### src/hdl/obj_macros.svh
// Object engine constants for table size, sprite row width and readout start
`ifndef OBJ_MACROS_SVH
`define OBJ_MACROS_SVH

// Sprite entries in the object table
`define OBJ_ENTRIES 64

// Table word address width
// Four words per entry, 256 words in all
`define OBJ_TBL_AW 8

// ROM words per sprite row
// Each word holds four 4-bit pixels, so 16 pixels per row
`define OBJ_WORDS_PER_ROW 4

// Buffer address of the first shown pixel
// Loaded into the readout counter during blanking
`define OBJ_HOBJ_START 0

`endif

### src/hdl/obj_pkg.sv
// Object engine package with vector typedefs, pixel and command structs and FSM enums
`default_nettype none

`include "obj_macros.svh"

package obj_pkg;

    // Plain vectors with a meaning
    typedef logic [`OBJ_TBL_AW-1:0] tbl_addr_t;
    typedef logic [15:0]            cpu_word_t;
    typedef logic [8:0]             xpos_t;
    typedef logic [8:0]             vpos_t;
    typedef logic [19:0]            rom_addr_t;
    // Leftmost pixel sits in the top nibble
    typedef logic [15:0]            rom_word_t;

    // Line buffer pixel
    // Colour zero means transparent
    typedef struct packed {
        logic [1:0] prio;
        logic [5:0] pal;
        logic [3:0] color;
    } obj_pxl_t;

    // One sprite row to draw
    typedef struct packed {
        xpos_t      xpos;
        logic       hflip;
        rom_addr_t  rom_addr;
        logic [1:0] prio;
        logic [5:0] pal;
    } draw_cmd_t;

    // Drawer write into the back bank
    typedef struct packed {
        xpos_t    addr;
        obj_pxl_t data;
    } buf_wr_t;

    // Literals carry a prefix so both machines share one package
    typedef enum logic [1:0] {SCAN_IDLE, SCAN_READ, SCAN_CHECK, SCAN_ISSUE} scan_state_t;
    typedef enum logic [1:0] {DRAW_IDLE, DRAW_FETCH, DRAW_UNPACK} draw_state_t;

endpackage

`default_nettype wire

### src/hdl/obj_draw.sv
// Sprite drawer with ROM fetch, pixel unpacking and line buffer writes
`timescale 1ns/1ps
`default_nettype none

`include "obj_macros.svh"

module obj_draw import obj_pkg::*; (
    input  wire logic      clk,
    input  wire logic      rst_n,
    input  wire logic      hstart,
    // From scanner
    input  wire logic      dr_start,
    input  wire draw_cmd_t dr_cmd,
    output logic           dr_busy,
    // Graphics ROM
    output logic           obj_cs,
    output rom_addr_t      obj_addr,
    input  wire logic      obj_ok,
    input  wire rom_word_t obj_data,
    // Line buffer
    output logic           buf_we,
    output buf_wr_t        buf_wr
);

    localparam logic [1:0] LAST_WORD = 2'(`OBJ_WORDS_PER_ROW - 1);

    draw_state_t state;
    logic [1:0]  word_cnt;
    logic [1:0]  nib_cnt;
    draw_cmd_t   cur;
    // Pixels left in the word, next one on top
    rom_word_t   pxl_sr;
    // Buffer position of the next pixel
    xpos_t       pos;
    logic        word_done;
    logic        row_done;

    assign word_done = (state == DRAW_UNPACK) && (nib_cnt == 2'd3);
    assign row_done  = word_done && (word_cnt == LAST_WORD);

    // Only opaque pixels reach the buffer
    assign buf_we           = (state == DRAW_UNPACK) && (pxl_sr[15:12] != 4'd0);
    assign buf_wr.addr      = pos;
    assign buf_wr.data.prio  = cur.prio;
    assign buf_wr.data.pal   = cur.pal;
    assign buf_wr.data.color = pxl_sr[15:12];

    always_ff @(posedge clk) begin
        if (!rst_n) begin
            state    <= DRAW_IDLE;
            obj_cs   <= 1'b0;
            dr_busy  <= 1'b0;
            word_cnt <= '0;
            nib_cnt  <= '0;
        end else if (hstart) begin
            // Unfinished sprite is dropped at line start
            state   <= DRAW_IDLE;
            obj_cs  <= 1'b0;
            dr_busy <= 1'b0;
        end else begin
            case (state)
                DRAW_IDLE: begin
                    if (dr_start) begin
                        state    <= DRAW_FETCH;
                        obj_cs   <= 1'b1;
                        dr_busy  <= 1'b1;
                        word_cnt <= '0;
                    end
                end
                DRAW_FETCH: begin
                    // Request held until the ROM answers
                    if (obj_ok) begin
                        obj_cs  <= 1'b0;
                        nib_cnt <= '0;
                        state   <= DRAW_UNPACK;
                    end
                end
                DRAW_UNPACK: begin
                    nib_cnt <= nib_cnt + 1'b1;
                    if (row_done) begin
                        state   <= DRAW_IDLE;
                        dr_busy <= 1'b0;
                    end else if (word_done) begin
                        word_cnt <= word_cnt + 1'b1;
                        obj_cs   <= 1'b1;
                        state    <= DRAW_FETCH;
                    end
                end
                default: state <= DRAW_IDLE;
            endcase
        end
    end

    // Command, ROM address, pixel shifter and position
    always_ff @(posedge clk) begin
        if (state == DRAW_IDLE && dr_start) begin
            cur      <= dr_cmd;
            obj_addr <= dr_cmd.rom_addr;
            // Flipped rows start at the right edge and walk left
            pos      <= dr_cmd.hflip ? dr_cmd.xpos + 9'd15 : dr_cmd.xpos;
        end
        if (state == DRAW_FETCH && obj_ok) begin
            pxl_sr <= obj_data;
        end
        if (state == DRAW_UNPACK) begin
            pxl_sr <= {pxl_sr[11:0], 4'd0};
            // Wraps at 512
            pos    <= cur.hflip ? pos - 1'b1 : pos + 1'b1;
            if (word_done && !row_done) begin
                obj_addr <= obj_addr + 1'b1;
            end
        end
    end

endmodule

`default_nettype wire

### config.mk
export PLATFORM = sky130hd
export DESIGN_NAME = obj_draw
export DESIGN_NICKNAME = d
export VERILOG_FILES = /design/src/hdl/obj_pkg.sv /design/src/hdl/obj_draw.sv
export VERILOG_INCLUDE_DIRS = /design/src /design/src/hdl
export SDC_FILE = /design/constraint.sdc
export NUM_CORES = 1
export LEC_CHECK = 0
export BUFFER_PORTS_ARGS = -buffer_cell sky130_fd_sc_hd__buf_2
export CAP_MARGIN = 20
export CORE_AREA = 4 4 68 117
export DETAILED_ROUTE_END_ITERATION = 16
export DIE_AREA = 0 0 72 121
export PLACE_DENSITY = 0.76
export REMOVE_ABC_BUFFERS = 1
export SLEW_MARGIN = 20
export SYNTH_ARGS = -nofsm -noshare
export SYNTH_HDL_FRONTEND = slang
export SYNTH_SLANG_ARGS = --single-unit
### constraint.sdc
create_clock -name clk -period 5.2 [get_ports clk]
set_clock_uncertainty 0.05 [all_clocks]
set_input_delay 0.26 -clock clk [delete_from_list [all_inputs] [get_ports clk]]
set_output_delay 0.26 -clock clk [all_outputs]
set_load 0.1 [all_outputs]
==> results.toml <==
[sta]
relSlewSlack = 0.494
worst_slack_ps = 2670
rsz0062_at_grt = "false"
finalHoldViolCount = 0
fmax_mhz = 395
min_period_ps = 2530
finalCritPeriodShare = 0.487
setup_viol = 0
worst_slew_pin_slew_ps = 756
tns_ps = 0
drv_slew = 0

[synthesis]
synth_top_area_frac = 0.261
ys_ff_latch = 62
yosys.area.top_type = "edfxtp_1"
synth_most_common_cell = "nor2_1"
seq_area_frac_synth = 0.447
postSynthCellCount = 344
synth_edf_count = 30
synthTopCellsByCount = "nor2_1, dfxtp_1, edfxtp_1, nand2_1, a21oi_1"
yosysWarnings = 0
synth_area_mm2 = 0.00345
yosys-top-cells-area = "edfxtp_1, dfxtp_1, ha_1"
syn-mean-instance-area_um2 = 10.0
synth_cell_types = 60
ys.flop_type = "dfxtp_1"
synthArstFlopShare = 0

[finish]
area_growth_pct = 23.3
instances_no_fill = 525
diodes = 0
layout-drive-gt1-share = 0.298
fillerInstances = 587
nets = 510

[detailed_routing]
ant_nets = 0
viasPerCell = 5.62
vias = 2948
drc = 0
wire_per_inst_um = 15.3
drt-initial-drc-count = 202
wl_um = 8040
firstDrtPassIters = 4

[floorplanning]
dieHeight_um = 121
rows = 41
dieWidth_um = 72
start_util = 0.487
dieArea_mm2 = 0.00871
core-area_mm2 = 0.00708
ios = 103

[power_and_ir_drop]
seqPwrFrac = 0.344
power_frac_clock = 0.383
leakagePower_nw = 1.87
swShare = 0.357
p_int_mw = 1.14
peakVddDrop_mv = 0.311
p_per_area_mw_per_mm2 = 417
power_switching_mw = 0.634
power.share.combinational = 0.273

[cts]
ctsResizeCount = 0
cts_setup_buffers = 0
clkSlewWorstSetupHoldPaths_ps = 50
cts_buffers = 9
cts_root_buf = "clkbuf_16"
cts_max_path_buffers = 2
clk_latency_ps = 330
cts_hold_buf = 0
cts_htree_levels = 3
cts.sinks = 62
cts_tree = "done"

[run]
maxCapViolCount = 0

[global_routing]
grt_pass1_vias = 2909
gr-total-overflow = 0
grt_max_degree = 38
grt_usage = 0.188
grt_pass1_wl_um = 12900
antenna_found_initial = 0

[critical_path]
crit_type = "flop to flop"
required_ps = 5390
crit_path_start_kind = "flop"
end_kind = "flop"
crit_arrival_ps = 2720
crit_fanout = 37

[outcome]
status = "completed"

[place]
dp_hpwl_um = 6100
placedCellCount = 509
gp_congestion = 0.821
place_ws_ps = 2640
numPortBuffers = 102

[min_path]
hold_path.class = "input pin to flop"
stage by stage:
step	cell area, µm²	power (mW)	hold WS (ps)	utilization
floorplan	3290	1.00	309	-
global placement	3920	1.10	388	0.553
detailed placement	3920	1.10	388	0.553
CTS	4260	1.79	36.7	0.601
global route	4260	1.84	35.6	0.601
finish	4260	1.78	51.9	0.601
state kept, by name (all words and copies together), names as in the netlist:
name and count:
pxl_sr 16, word_cnt 2, pos 9, obj_cs 1
state 2, cur 1, buf_wr 8, nib_cnt 2
obj_addr 20, dr_busy 1
power by group through the flow:
| stage | Clock (mW) | Combinational, mW | Sequential [mW] |
|---|---|---|---|
| 6_report | 0.680 | 0.485 | 0.610 |
| 5_1_grt | 0.714 | 0.512 | 0.617 |
| 4_1_cts | 0.692 | 0.487 | 0.610 |
| 3_5_place_dp | 0 | 0.485 | 0.619 |
| 3_3_place_gp | 0 | 0.479 | 0.617 |
| 2_1_floorplan | 0 | 0.140 | 0.863 |
layout by cell type, fill, tap and decap left out, types with 8 or more instances in the layout:
cell type  count
buf_2        102
nor2_1        37
dfxtp_1       32
edfxtp_1      30
nand2_1       26
a21oi_1       18
ha_1          16
a211oi_1      13
nand3_1       13
a22o_1        12
inv_1         11
a311oi_1       9
clkbuf_16      9
o21ai_0        8
worst max-delay path: stages, from the launching register on:
cell and delay [ps]:
dfxtp_1 350, inv_1 100, ha_1 140, buf_4 330, and3b_1 630, nand2_1 180, nor3_4 300, a211oi_1 120
a211oi_1 230
layer usage:
metal  part of all wire  track usage
met1               0.38        0.200
met2               0.54        0.339
met3              0.056       0.0514
met4              0.020       0.0835
met5                  0            0
cell families after synthesis:
group	Yosys count	share of synthesized area
adder cells (fa/ha/maj)	17	0.0638
flip-flops	62	0.447
XOR/XNOR	10	0.0254
AND/OR/NAND/NOR	124	0.201
buffers and inverters	36	0.0595
AO/OA/AOI/OAI	88	0.184
multiplexers	7	0.0203
layout make-up:
class | count | area [µm²] | share of cell area
clock buffers | 10 | 229 | 0.0538
clock inverters | 6 | 110 | 0.0259
inverters | 12 | 45.0 | 0.0106
multi-input cells | 246 | 1700 | 0.400
flip-flops and latches | 62 | 1540 | 0.362
well taps | 86 | 108 | 0.0253
repair buffers | 103 | 518 | 0.122
final timing paths:
| path | endpoint | startpoint | depth (start not counted) | slack (ps) |
|---|---|---|---|---|
| worst max-delay path | obj_addr[18] | state[0] | 8 | 2670 |
| worst min-delay path | buf_wr[10] | dr_cmd[6] | 1 | 50 |
| worst max register to register | obj_addr[18] | state[0] | 8 | 2670 |
| worst min register to register | pxl_sr[1] | pxl_sr[1] | 2 | 400 |
No activity file was read; power rests on OpenSTA's default activity.
