==> config.mk <==
export PLATFORM = sky130hd
export DESIGN_NAME = obj_scan
export DESIGN_NICKNAME = d
export VERILOG_FILES = /design/src/hdl/obj_pkg.sv /design/src/hdl/obj_scan.sv
export VERILOG_INCLUDE_DIRS = /design/src /design/src/hdl
export SDC_FILE = /design/constraint.sdc
export NUM_CORES = 1
export LEC_CHECK = 0
export ABC_AREA = 1
export BUFFER_PORTS_ARGS = -buffer_cell sky130_fd_sc_hd__buf_2
export CORE_MARGIN = 1.5
export CORE_UTILIZATION = 42
export DETAILED_ROUTE_END_ITERATION = 7
export REMOVE_ABC_BUFFERS = 1
export SLEW_MARGIN = 0
export SYNTH_ARGS = -nofsm -noshare
export SYNTH_HDL_FRONTEND = slang
export SYNTH_SLANG_ARGS = --single-unit
==> constraint.sdc <==
create_clock -name clk -period 4.6 [get_ports clk]
set_clock_uncertainty 0.1 [all_clocks]
set_input_delay 0 -clock clk [delete_from_list [all_inputs] [get_ports clk]]
set_output_delay 0 -clock clk [all_outputs]
set_load 0.01 [all_outputs]
==> src/hdl/obj_macros.svh <==
// Object engine constants for table size, sprite row width and readout start
`ifndef OBJ_MACROS_SVH
`define OBJ_MACROS_SVH

// Sprite entries in the object table
`define OBJ_ENTRIES 64

// Table word address width
// Four words per entry, 256 words in all
`define OBJ_TBL_AW 8

// ROM words per sprite row
// Each word holds four 4-bit pixels, so 16 pixels per row
`define OBJ_WORDS_PER_ROW 4

// Buffer address of the first shown pixel
// Loaded into the readout counter during blanking
`define OBJ_HOBJ_START 0

`endif

==> src/hdl/obj_pkg.sv <==
// Object engine package with vector typedefs, pixel and command structs and FSM enums
`default_nettype none

`include "obj_macros.svh"

package obj_pkg;

    // Plain vectors with a meaning
    typedef logic [`OBJ_TBL_AW-1:0] tbl_addr_t;
    typedef logic [15:0]            cpu_word_t;
    typedef logic [8:0]             xpos_t;
    typedef logic [8:0]             vpos_t;
    typedef logic [19:0]            rom_addr_t;
    // Leftmost pixel sits in the top nibble
    typedef logic [15:0]            rom_word_t;

    // Line buffer pixel
    // Colour zero means transparent
    typedef struct packed {
        logic [1:0] prio;
        logic [5:0] pal;
        logic [3:0] color;
    } obj_pxl_t;

    // One sprite row to draw
    typedef struct packed {
        xpos_t      xpos;
        logic       hflip;
        rom_addr_t  rom_addr;
        logic [1:0] prio;
        logic [5:0] pal;
    } draw_cmd_t;

    // Drawer write into the back bank
    typedef struct packed {
        xpos_t    addr;
        obj_pxl_t data;
    } buf_wr_t;

    // Literals carry a prefix so both machines share one package
    typedef enum logic [1:0] {SCAN_IDLE, SCAN_READ, SCAN_CHECK, SCAN_ISSUE} scan_state_t;
    typedef enum logic [1:0] {DRAW_IDLE, DRAW_FETCH, DRAW_UNPACK} draw_state_t;

endpackage

`default_nettype wire

==> src/hdl/obj_scan.sv <==
// Object table scanner selecting the sprites on a line and issuing draw commands
`timescale 1ns/1ps
`default_nettype none

`include "obj_macros.svh"

module obj_scan import obj_pkg::*; (
    input  wire logic      clk,
    input  wire logic      rst_n,
    input  wire logic      hstart,
    input  wire vpos_t     vrender,
    // Table read port
    output tbl_addr_t      tbl_addr,
    input  wire cpu_word_t tbl_dout,
    // Draw commands
    output logic           dr_start,
    output draw_cmd_t      dr_cmd,
    input  wire logic      dr_busy
);

    localparam int EW = $clog2(`OBJ_ENTRIES);
    localparam logic [EW-1:0] LAST_ENTRY = EW'(`OBJ_ENTRIES - 1);

    scan_state_t   state;
    logic [EW-1:0] entry;
    logic [EW-1:0] entry_nxt;
    logic [1:0]    widx;
    // Word on tbl_dout and its index
    logic          rd_vld;
    logic [1:0]    rd_idx;
    vpos_t         vline;
    // Words 0 to 2 of the current entry
    cpu_word_t     w0;
    cpu_word_t     w1;
    cpu_word_t     w2;
    vpos_t         row;
    logic          hit;

    assign entry_nxt = entry + 1'b1;

    // During CHECK the next entry's first word is already requested
    assign tbl_addr = (state == SCAN_CHECK) ? {entry_nxt, 2'b00} : {entry, widx};

    // Row inside the sprite, modulo 512
    assign row = vline - vpos_t'(w0[8:0]);
    assign hit = row < vpos_t'(w2[7:0]);

    always_ff @(posedge clk) begin
        if (!rst_n) begin
            state    <= SCAN_IDLE;
            entry    <= '0;
            widx     <= '0;
            rd_vld   <= 1'b0;
            rd_idx   <= '0;
            dr_start <= 1'b0;
        end else if (hstart) begin
            // New line restarts the walk
            state    <= SCAN_READ;
            entry    <= '0;
            widx     <= '0;
            rd_vld   <= 1'b0;
            dr_start <= 1'b0;
        end else begin
            dr_start <= 1'b0;
            rd_vld   <= 1'b0;
            rd_idx   <= widx;
            case (state)
                SCAN_READ: begin
                    rd_vld <= 1'b1;
                    widx   <= widx + 1'b1;
                    if (widx == 2'd3) begin
                        state <= SCAN_CHECK;
                    end
                end
                SCAN_CHECK: begin
                    // Word 3 is on tbl_dout now
                    if (w0[15]) begin
                        // Stop flag, entry itself not drawn
                        state <= SCAN_IDLE;
                    end else if (hit) begin
                        state <= SCAN_ISSUE;
                    end else if (entry == LAST_ENTRY) begin
                        state <= SCAN_IDLE;
                    end else begin
                        // Word 0 of next entry already requested
                        entry  <= entry_nxt;
                        widx   <= 2'd1;
                        rd_vld <= 1'b1;
                        rd_idx <= 2'd0;
                        state  <= SCAN_READ;
                    end
                end
                SCAN_ISSUE: begin
                    // Hold the command until the drawer is free
                    if (!dr_busy) begin
                        dr_start <= 1'b1;
                        widx     <= '0;
                        if (entry == LAST_ENTRY) begin
                            state <= SCAN_IDLE;
                        end else begin
                            entry <= entry_nxt;
                            state <= SCAN_READ;
                        end
                    end
                end
                default: state <= SCAN_IDLE;
            endcase
        end
    end

    // Capture table words and vertical position
    always_ff @(posedge clk) begin
        if (hstart) begin
            vline <= vrender;
        end
        if (rd_vld) begin
            case (rd_idx)
                2'd0: w0 <= tbl_dout;
                2'd1: w1 <= tbl_dout;
                2'd2: w2 <= tbl_dout;
                default: ;
            endcase
        end
        // Command built from words 1 to 3 on a hit
        if (state == SCAN_CHECK && hit) begin
            dr_cmd.xpos     <= xpos_t'(w1[8:0]);
            dr_cmd.hflip    <= w1[15];
            dr_cmd.rom_addr <= rom_addr_t'(tbl_dout) + rom_addr_t'({row, 2'b00});
            dr_cmd.prio     <= w2[15:14];
            dr_cmd.pal      <= w2[13:8];
        end
    end

endmodule

`default_nettype wire

==> flow_metrics.env, run 1 <==
export IMPL_use_met2=0.254
export IMPL_post_cts_resized=0
export IMPL_tightest_slew_ns=1.18
export IMPL_cts_root_buf="clkbuf_8"
export IMPL_met3_usage=0.0337
export IMPL_antenna_cells=0
export IMPL_drtIter0Drc=126
export IMPL_power_w=0.00176
export IMPL_port_buffers=72
export IMPL_p_leak_nw=2.35
export IMPL_ant_nets=0
export IMPL_placed_area_um2=4920
export IMPL_clock_latency_ns=0.37
export IMPL_grt_pass1_wl_um=13700
export IMPL_final_cell_area_um2=5420
export IMPL_io_pins=76
export IMPL_slew_headroom=0.213
export IMPL_syn_inst=391
export IMPL_dpl_hpwl_um=5830
export IMPL_cts_made_buffers=9
export IMPL_cap_violations=0
export IMPL_core_region_area_um2=10200
export IMPL_grt_pass1_vias=2993
export IMPL_rows=37
export IMPL_grt_max_degree=36
export IMPL_wl_per_cell_um=12.5
export IMPL_htree_num_levels=3
export IMPL_final_setup_viol_count=0
export IMPL_antenna_found_initial=0
export IMPL_clockBufferDepth=2
export IMPL_setup_tns_ns=0
export IMPL_clkTransAtPathRegs_ns=0.09
export IMPL_required_ns=4.63
export IMPL_worst_slack_ns=0.977
export IMPL_dieArea_um2=11100
export IMPL_mappedNetlistArea_um2=4380
export IMPL_synthArstFlopShare=0
export IMPL_synth_edf_count=80
export IMPL_tritoncts="built"
export IMPL_initial_core_util=0.428
export IMPL_layout_worst_path_cycle_share=0.788
export IMPL_syn_avg_cell_area_um2=11.2
export IMPL_vias=2962
export IMPL_status="completed"
export IMPL_startpoint_type="flop"
export IMPL_fp_dieW_um=105
export IMPL_via_per_inst=4.59
export IMPL_grt_busiest_layer="met2"
export IMPL_hp_class="in -> reg"
export IMPL_grt_use_total=0.162
export IMPL_syn_to_final_growth_pct=23.6
export IMPL_drc=0
export IMPL_ys_seq_area_frac=0.612
export IMPL_hold_violations=0
export IMPL_grt_overflow_total=0
export IMPL_pre_cts_ws_ns=1.05
export IMPL_grtUsageMet1=0.210
export IMPL_synth_seq_cells=94
export IMPL_rsz0062_at_grt="no"
export IMPL_cts_num_sinks=94
export IMPL_slew_violations=0
export IMPL_wirelength_um=8090
export IMPL_critPathCaptureType="flop"
export IMPL_period_needed_ns=3.62
export IMPL_crit_fanout=4
export IMPL_hold_slack_ns=0.245
export IMPL_gp_congestion=0.841
export IMPL_die_y_um=105
export IMPL_worstPathArrival_ns=3.65
export IMPL_setup_worst_path_class="reg -> reg"
export IMPL_yosys_warnings=0
export IMPL_yosys_most_used_dff="edfxtp_1"
export IMPL_drive_gt1_frac=0.202
export IMPL_fmax_ghz=0.276
export IMPL_synth_distinct_cells=28
export IMPL_finalNetCount=566
export IMPL_ir_drop_mv=0.183
export IMPL_drt_first_pass_iters=4
export IMPL_powerDensity_nw_per_um2=325
==> synth_stat cells (7+ instances only) <==
master | n | area [µm²]
dfxtp_1 | 14 | 280
edfxtp_1 | 80 | 2400
o21ai_0 | 11 | 55.1
inv_1 | 60 | 225
nor2_1 | 27 | 101
nand3_1 | 12 | 60.1
a21oi_1 | 19 | 95.1
xnor2_1 | 9 | 78.8
nor3_1 | 7 | 35.0
nand2_1 | 78 | 293
xor2_1 | 14 | 123
ha_1 | 30 | 375
==> stage by stage <==
stage / std cells / util
after global routing: 645 / 0.529
after floorplan: 389 / -
after global placement: 600 / 0.481
final: 645 / 0.529
after CTS: 645 / 0.529
after detailed placement: 600 / 0.481
==> area by class of cell <==
type	count	area, µm²
repair buffers	105	683
inverters	60	225
well taps	136	170
multi-input cells	235	1460
fillers	928	4820
clock buffers	9	124
clock inverters	6	70.1
flip-flops and latches	94	2680
==> worst max-delay path, stage by stage (launching register included) <==
cell      delay (ns)
edfxtp_1        0.40
ha_1            0.36
a21oi_1         0.16
o21ai_0         0.16
nand2_1         0.09
nand2_1         0.05
a21oi_1         0.20
o21ai_0         0.14
nand2_1         0.09
nand2_1         0.05
nand2_1         0.05
nand2_1         0.09
ha_1            0.34
nand2_1         0.12
inv_1           0.05
nand4_1         0.11
o211ai_1        0.13
a21boi_0        0.44
nor2_1          0.10
xor2_1          0.16
==> power breakdown <==
part	internal [W]	switching [W]	total [W]
sequential	0.000947	0.00000754	0.000954
clock	0.000253	0.000289	0.000541
combinational	0.000111	0.000153	0.000264
==> routing by layer <==
layer | vias up | routed length, µm
li1 | 1526 | -
met1 | 1338 | 3860
met2 | 81 | 3690
met3 | 17 | 331
met4 | 0 | 212
met5 | - | 0
==> final timing paths <==
path,startpoint,to,slack (ns),cells after the start
max reg2reg,vline[2],dr_cmd[22],0.98,19
min reg2reg,w1[4],dr_cmd[33],0.32,0
min,vrender[5],vline[5],0.24,2
max,vline[2],dr_cmd[22],0.98,19
==> repair_timing <==
| item | CTS | global route |
|---|---|---|
| setup buffers | 0 | 0 |
| hold buffers | 30 | 0 |
| endpoints found under the hold margin | 68 | 0 |
| endpoints found under the setup margin | 0 | 0 |
==> logic make-up after synthesis <==
kind of cell | count (synthesis) | share of synthesized area
and+or+nand+nor | 143 | 0.147
DFF | 94 | 0.612
buffers and inverters | 64 | 0.0574
AOI/OAI and AO/OA | 34 | 0.0417
adders and majority gates | 32 | 0.0948
xor gates and xnor gates | 23 | 0.0460
other | 1 | 0.000856
==> registers in the layout, summed over array words and instances, names as in the netlist <==
| signal | count |
|---|---|
| state | 2 |
| rd_idx | 2 |
| w0 | 10 |
| vline | 9 |
| w1 | 10 |
| dr_start | 1 |
| widx | 2 |
| rd_vld | 1 |
| w2 | 16 |
| dr_cmd | 35 |
| entry | 6 |
==> placed cells by master (no fill, tap or decap), types with 2 or more instances in the layout <==
cell,n
xor2_1,14
nand2_1,78
clkbuf_8,9
buf_4,3
nand3_4,2
nand3_1,12
dlygate4sd3_1,30
inv_6,2
ha_1,30
nor3_1,6
nor2_2,4
a21oi_1,19
edfxtp_1,80
nand4_1,6
clkinv_4,2
inv_1,60
o21ai_0,11
nor2_1,27
buf_2,72
xnor2_1,9
conb_1,3
nand3_2,2
nand2_2,2
dfxtp_1,14
fa_1,2
No activity file was read; power rests on OpenSTA's default activity.
==> inputs of run 2 (changes only) <==
==> constraint.sdc (replaced) <==
create_clock -name clk -period 3.65 [get_ports clk]
set_clock_uncertainty 0.1 [all_clocks]
set_input_delay 0 -clock clk [delete_from_list [all_inputs] [get_ports clk]]
set_output_delay 0 -clock clk [all_outputs]
set_load 0.01 [all_outputs]
==> flow_metrics.env, run 2 (synthesis gave the netlist of run 1 again) <==
export IMPL_dpl_hpwl_um=5870
export IMPL_antenna_cells=0
export IMPL_antenna_found_initial=0
export IMPL_fp_dieW_um=105
export IMPL_setup_tns_ns=0
export IMPL_cts_root_buf="clkbuf_8"
export IMPL_finalNetCount=568
export IMPL_ir_drop_mv=0.196
export IMPL_drc=0
export IMPL_cts_made_buffers=9
export IMPL_io_pins=76
export IMPL_status="completed"
export IMPL_hp_class="in -> reg"
export IMPL_die_y_um=105
export IMPL_final_cell_mix="edfxtp_1 (80), nand2_1 (77), buf_2 (72)"
export IMPL_rsz0062_at_grt="no"
export IMPL_startpoint_type="flop"
export IMPL_drtIter0Drc=148
export IMPL_tightest_slew_ns=1.12
export IMPL_critPathCaptureType="flop"
export IMPL_tritoncts="built"
export IMPL_grt_overflow_total=0
export IMPL_max_stage_delay_ns=0.55
export IMPL_largest_reg_flops=35
export IMPL_layout_worst_path_cycle_share=0.922
export IMPL_drt_first_pass_iters=4
export IMPL_required_ns=3.86
export IMPL_final_setup_viol_count=0
export IMPL_fillerInstances=903
export IMPL_clockBufferDepth=2
export IMPL_p_leak_nw=2.37
export IMPL_core_region_area_um2=10200
export IMPL_gp_congestion=0.826
export IMPL_hold_violations=0
export IMPL_fmax_ghz=0.297
export IMPL_via_per_inst=4.61
export IMPL_layout_top_registers="dr_cmd (35), w2 (16)"
export IMPL_clock_latency_ns=0.37
export IMPL_final_common_cell="edfxtp_1"
export IMPL_drive_gt1_frac=0.209
export IMPL_grt_pass1_vias=2937
export IMPL_path_cells="ha_1, fa_1, inv_1, nand2_1, nand2_1, nand2_1, nor2_1, nor2_1, xnor2_1, ha_1, a21oi_1, nand2_1, nand2_2, nand2_1, nand2_1, nand3_1, a21oi_1, dlygate4sd3_1"
export IMPL_grt_use_total=0.158
export IMPL_htree_num_levels=3
export IMPL_cts_num_sinks=94
export IMPL_path_delay_family="adder cells"
export IMPL_setup_worst_path_class="reg -> reg"
export IMPL_wirelength_um=8130
export IMPL_ant_nets=0
export IMPL_crit_buf_inv=2
export IMPL_clkTransAtPathRegs_ns=0.09
export IMPL_grt_max_degree=30
export IMPL_port_buffers=72
export IMPL_initial_core_util=0.428
export IMPL_vias=2986
export IMPL_wl_per_cell_um=12.5
export IMPL_slowest_stage="dlygate4sd3_1"
export IMPL_worstPathArrival_ns=3.57
export IMPL_syn_to_final_growth_pct=24.5
export IMPL_crit_fanout=3
export IMPL_cap_violations=0
export IMPL_crit_path_frequent_cell="nand2_1"
export IMPL_dieArea_um2=11100
export IMPL_powerDensity_nw_per_um2=407
export IMPL_rows=37
export IMPL_slew_headroom=0.249
export IMPL_slew_violations=0
export IMPL_power_w=0.00222
export IMPL_period_needed_ns=3.37
export IMPL_largest_register="dr_cmd"
export IMPL_grt_pass1_wl_um=13400
-- run 2: layout make-up --
class                      count  area [µm²]  share of cell area
sequential                    94        2680               0.492
inverter                      60         225              0.0413
multi-input combinational    235        1470               0.269
timing repair buffer         107         711               0.130
clock inverter                 7        72.6              0.0133
clock buffer                   9         124              0.0227
tap                          136         170              0.0312
-- run 2: per-stage QoR --
stage                     std cells  utilization  worst slack [ns]  area, µm²  hold WS [ns]
after floorplan                 389            -             0.243       4360       -0.0219
after global placement          601        0.483             0.385       4940        0.0768
after detailed placement        601        0.483             0.264       4940        0.0781
after CTS                       647        0.531             0.230       5440         0.222
after global routing            648        0.533            0.0195       5460         0.225
final                           648        0.533             0.284       5460         0.245
-- run 2: repair_timing --
item	CTS	global route
resized for setup	0	3
buffers inserted	0	1
endpoints found under the hold margin	68	0
hold buffers	30	0
setup endpoints to repair	0	2
-- run 2: worst paths after layout --
check / startpoint / end / slack (ns) / cells after the start
setup reg to reg: w0[0] / rd_idx[0] / 0.28 / 18
setup / recovery: w0[0] / rd_idx[0] / 0.28 / 18
hold reg to reg: w1[3] / dr_cmd[32] / 0.32 / 0
hold / removal: vrender[5] / vline[5] / 0.25 / 2
-- run 2: metal layers --
layer / vias to the layer above / wire length [µm] / track usage
met3: 16 / 384 / 0.0368
met2: 85 / 3770 / 0.254
met5: - / 0 / 0
met1: 1347 / 3810 / 0.200
li1: 1538 / - / -
met4: 0 / 170 / 0.0793
-- run 2: power breakdown --
group / switching [W] / leakage, nW / internal [W] / total (W)
clock: 0.000360 / 0.0972 / 0.000318 / 0.000677
sequential: 0.00000931 / 0.843 / 0.00119 / 0.00120
combinational: 0.000197 / 1.43 / 0.000145 / 0.000343
total: 0.000567 / 2.37 / 0.00166 / 0.00222
-- run 2: worst register-to-register path: stages (launching register included) --
cell and delay (ns):
edfxtp_1 0.37, ha_1 0.21, fa_1 0.41, inv_1 0.07, nand2_1 0.05, nand2_1 0.07
nand2_1 0.10, nor2_1 0.12, nor2_1 0.06, xnor2_1 0.21, ha_1 0.28, a21oi_1 0.13
nand2_1 0.08, nand2_2 0.10, nand2_1 0.08, nand2_1 0.11, nand3_1 0.08, a21oi_1 0.12
dlygate4sd3_1 0.55
==> inputs of run 3 (changes only) <==
--- a/config.mk
+++ b/config.mk
@@ -11,6 +11,7 @@
 export CORE_MARGIN = 1.5
 export CORE_UTILIZATION = 42
 export DETAILED_ROUTE_END_ITERATION = 7
+export RECOVER_POWER = 100
 export REMOVE_ABC_BUFFERS = 1
 export SLEW_MARGIN = 0
 export SYNTH_ARGS = -nofsm -noshare
==> flow_metrics.env, run 3 (synthesis gave the netlist of run 1 again) <==
export IMPL_tritoncts="built"
export IMPL_gp_congestion=0.826
export IMPL_placed_area_um2=4940
export IMPL_drc=0
export IMPL_hp_class="in -> reg"
export IMPL_p_sw_frac=0.254
export IMPL_p_int_w=0.00165
export IMPL_r2r_slack_ns=0.27
export IMPL_top_layer="met4"
export IMPL_drive_gt1_frac=0.0762
export IMPL_power_frac_seq=0.544
export IMPL_period_needed_ns=3.38
export IMPL_p_clk_frac=0.305
export IMPL_power_w=0.00221
export IMPL_final_setup_viol_count=0
export IMPL_finalNetCount=568
export IMPL_wirelength_um=8150
export IMPL_wl_met3_um=377
export IMPL_grt_pass1_wl_um=13400
export IMPL_cts_root_buf="clkbuf_8"
export IMPL_crit_fanout=3
export IMPL_final_cell_mix="edfxtp_1 (80), nand2_1 (77), clkbuf_1 (65)"
export IMPL_clockBufferDepth=2
export IMPL_cap_violations=0
export IMPL_startpoint_type="flop"
export IMPL_wl_met2_um=3770
export IMPL_slew_headroom=0.247
export IMPL_hold_violations=0
export IMPL_clock_latency_ns=0.36
export IMPL_reg2reg_depth=18
export IMPL_cts_made_buffers=9
export IMPL_dieArea_um2=11100
export IMPL_p_leak_nw=2.16
export IMPL_layout_top_registers="dr_cmd (35), w2 (16)"
export IMPL_dpl_hpwl_um=5870
export IMPL_rr_endpoint="rd_idx[0]"
export IMPL_largest_register="dr_cmd"
export IMPL_hold_end="vline[5]"
export IMPL_fp_dieW_um=105
export IMPL_setup_tns_ns=0
export IMPL_ant_nets=0
export IMPL_ir_drop_mv=0.197
export IMPL_setup_worst_path_class="reg -> reg"
export IMPL_clkTransAtPathRegs_ns=0.09
export IMPL_grt_max_degree=30
export IMPL_layout_worst_path_cycle_share=0.926
export IMPL_p_comb_frac=0.152
export IMPL_powerDensity_nw_per_um2=415
export IMPL_antenna_found_initial=0
export IMPL_io_pins=76
export IMPL_core_region_area_um2=10200
export IMPL_tightest_slew_ns=1.13
export IMPL_via_per_inst=4.64
export IMPL_grt_overflow_total=0
export IMPL_final_common_cell="edfxtp_1"
export IMPL_port_buffers=72
export IMPL_cts_num_sinks=94
export IMPL_fmax_ghz=0.296
export IMPL_drt_first_pass_iters=4
export IMPL_initial_core_util=0.428
export IMPL_syn_to_final_growth_pct=21.7
export IMPL_switchingPower_w=0.000563
export IMPL_largest_reg_flops=35
export IMPL_timing_rr_start="w0[0]"
export IMPL_required_ns=3.86
export IMPL_status="completed"
export IMPL_min_path_cells=2
export IMPL_slew_violations=0
export IMPL_hp_start="vrender[5]"
export IMPL_grt_pass1_vias=2937
export IMPL_antenna_cells=0
export IMPL_vias=3007
export IMPL_drtIter0Drc=123
export IMPL_wl_per_cell_um=12.6
export IMPL_rsz0062_at_grt="no"
export IMPL_htree_num_levels=3
export IMPL_worstPathArrival_ns=3.59
export IMPL_grt_use_total=0.158
export IMPL_wl_met1_um=3830
export IMPL_critPathCaptureType="flop"
export IMPL_die_y_um=105
export IMPL_rows=37
export IMPL_final_cell_area_um2=5330
-- run 3: power by group through the flow --
stage,clock (W),sequential (W),combinational [W]
floorplan,0,0.00123,0.000221
global placement,0,0.00123,0.000306
detailed placement,0,0.00123,0.000314
CTS,0.000704,0.00120,0.000338
global route,0.000738,0.00121,0.000384
finish,0.000674,0.00120,0.000336
-- run 3: final cells by class --
class	instances	area, µm²
clock buffer	9	124
inverter	60	225
sequential	94	2680
tap	136	170
timing repair buffer	107	609
fill	956	4900
clock inverter	7	72.6
multi-input combinational	235	1450
-- run 3: critical path, cell delays in order, from the launching register on --
cell,delay [ns]
edfxtp_1,0.37
ha_1,0.21
fa_1,0.41
inv_1,0.07
nand2_1,0.05
nand2_1,0.07
nand2_1,0.10
nor2_1,0.12
nor2_1,0.06
xnor2_1,0.21
ha_1,0.28
a21oi_1,0.14
nand2_1,0.09
nand2_2,0.10
nand2_1,0.08
nand2_1,0.11
nand3_1,0.08
a21oi_1,0.11
dlygate4sd3_1,0.55
-- run 3: how the worst max path moves through the flow --
stage	startpoint	to	cells past startpoint
global route	vline[0]	rd_idx[0]	21
detailed placement	vline[2]	dr_cmd[22]	18
global placement	vline[2]	dr_cmd[22]	19
CTS	vline[0]	rd_idx[0]	21
floorplan	w0[0]	dr_cmd[0]	17
finish	w0[0]	rd_idx[0]	18
-- run 3: timing repair --
item,CTS,global route
endpoints found under the hold margin,68,0
hold buffers,30,0
setup endpoints to repair,0,2
setup buffers,0,1
gates resized for setup,0,3
-- run 3: per-stage QoR --
step / util / hold WS [ns] / instances / worst slack [ns]
finish: 0.521 / 0.246 / 648 / 0.271
global route: 0.521 / 0.225 / 648 / 0.0192
global placement: 0.483 / 0.0768 / 601 / 0.385
detailed placement: 0.483 / 0.0781 / 601 / 0.264
floorplan: - / -0.0219 / 389 / 0.243
CTS: 0.531 / 0.222 / 647 / 0.230
-- run 3: layer usage --
layer,vias to the layer above,global-route usage
met2,84,0.254
met3,18,0.0368
met4,0,0.0793
met5,-,0
met1,1370,0.200
li1,1535,-
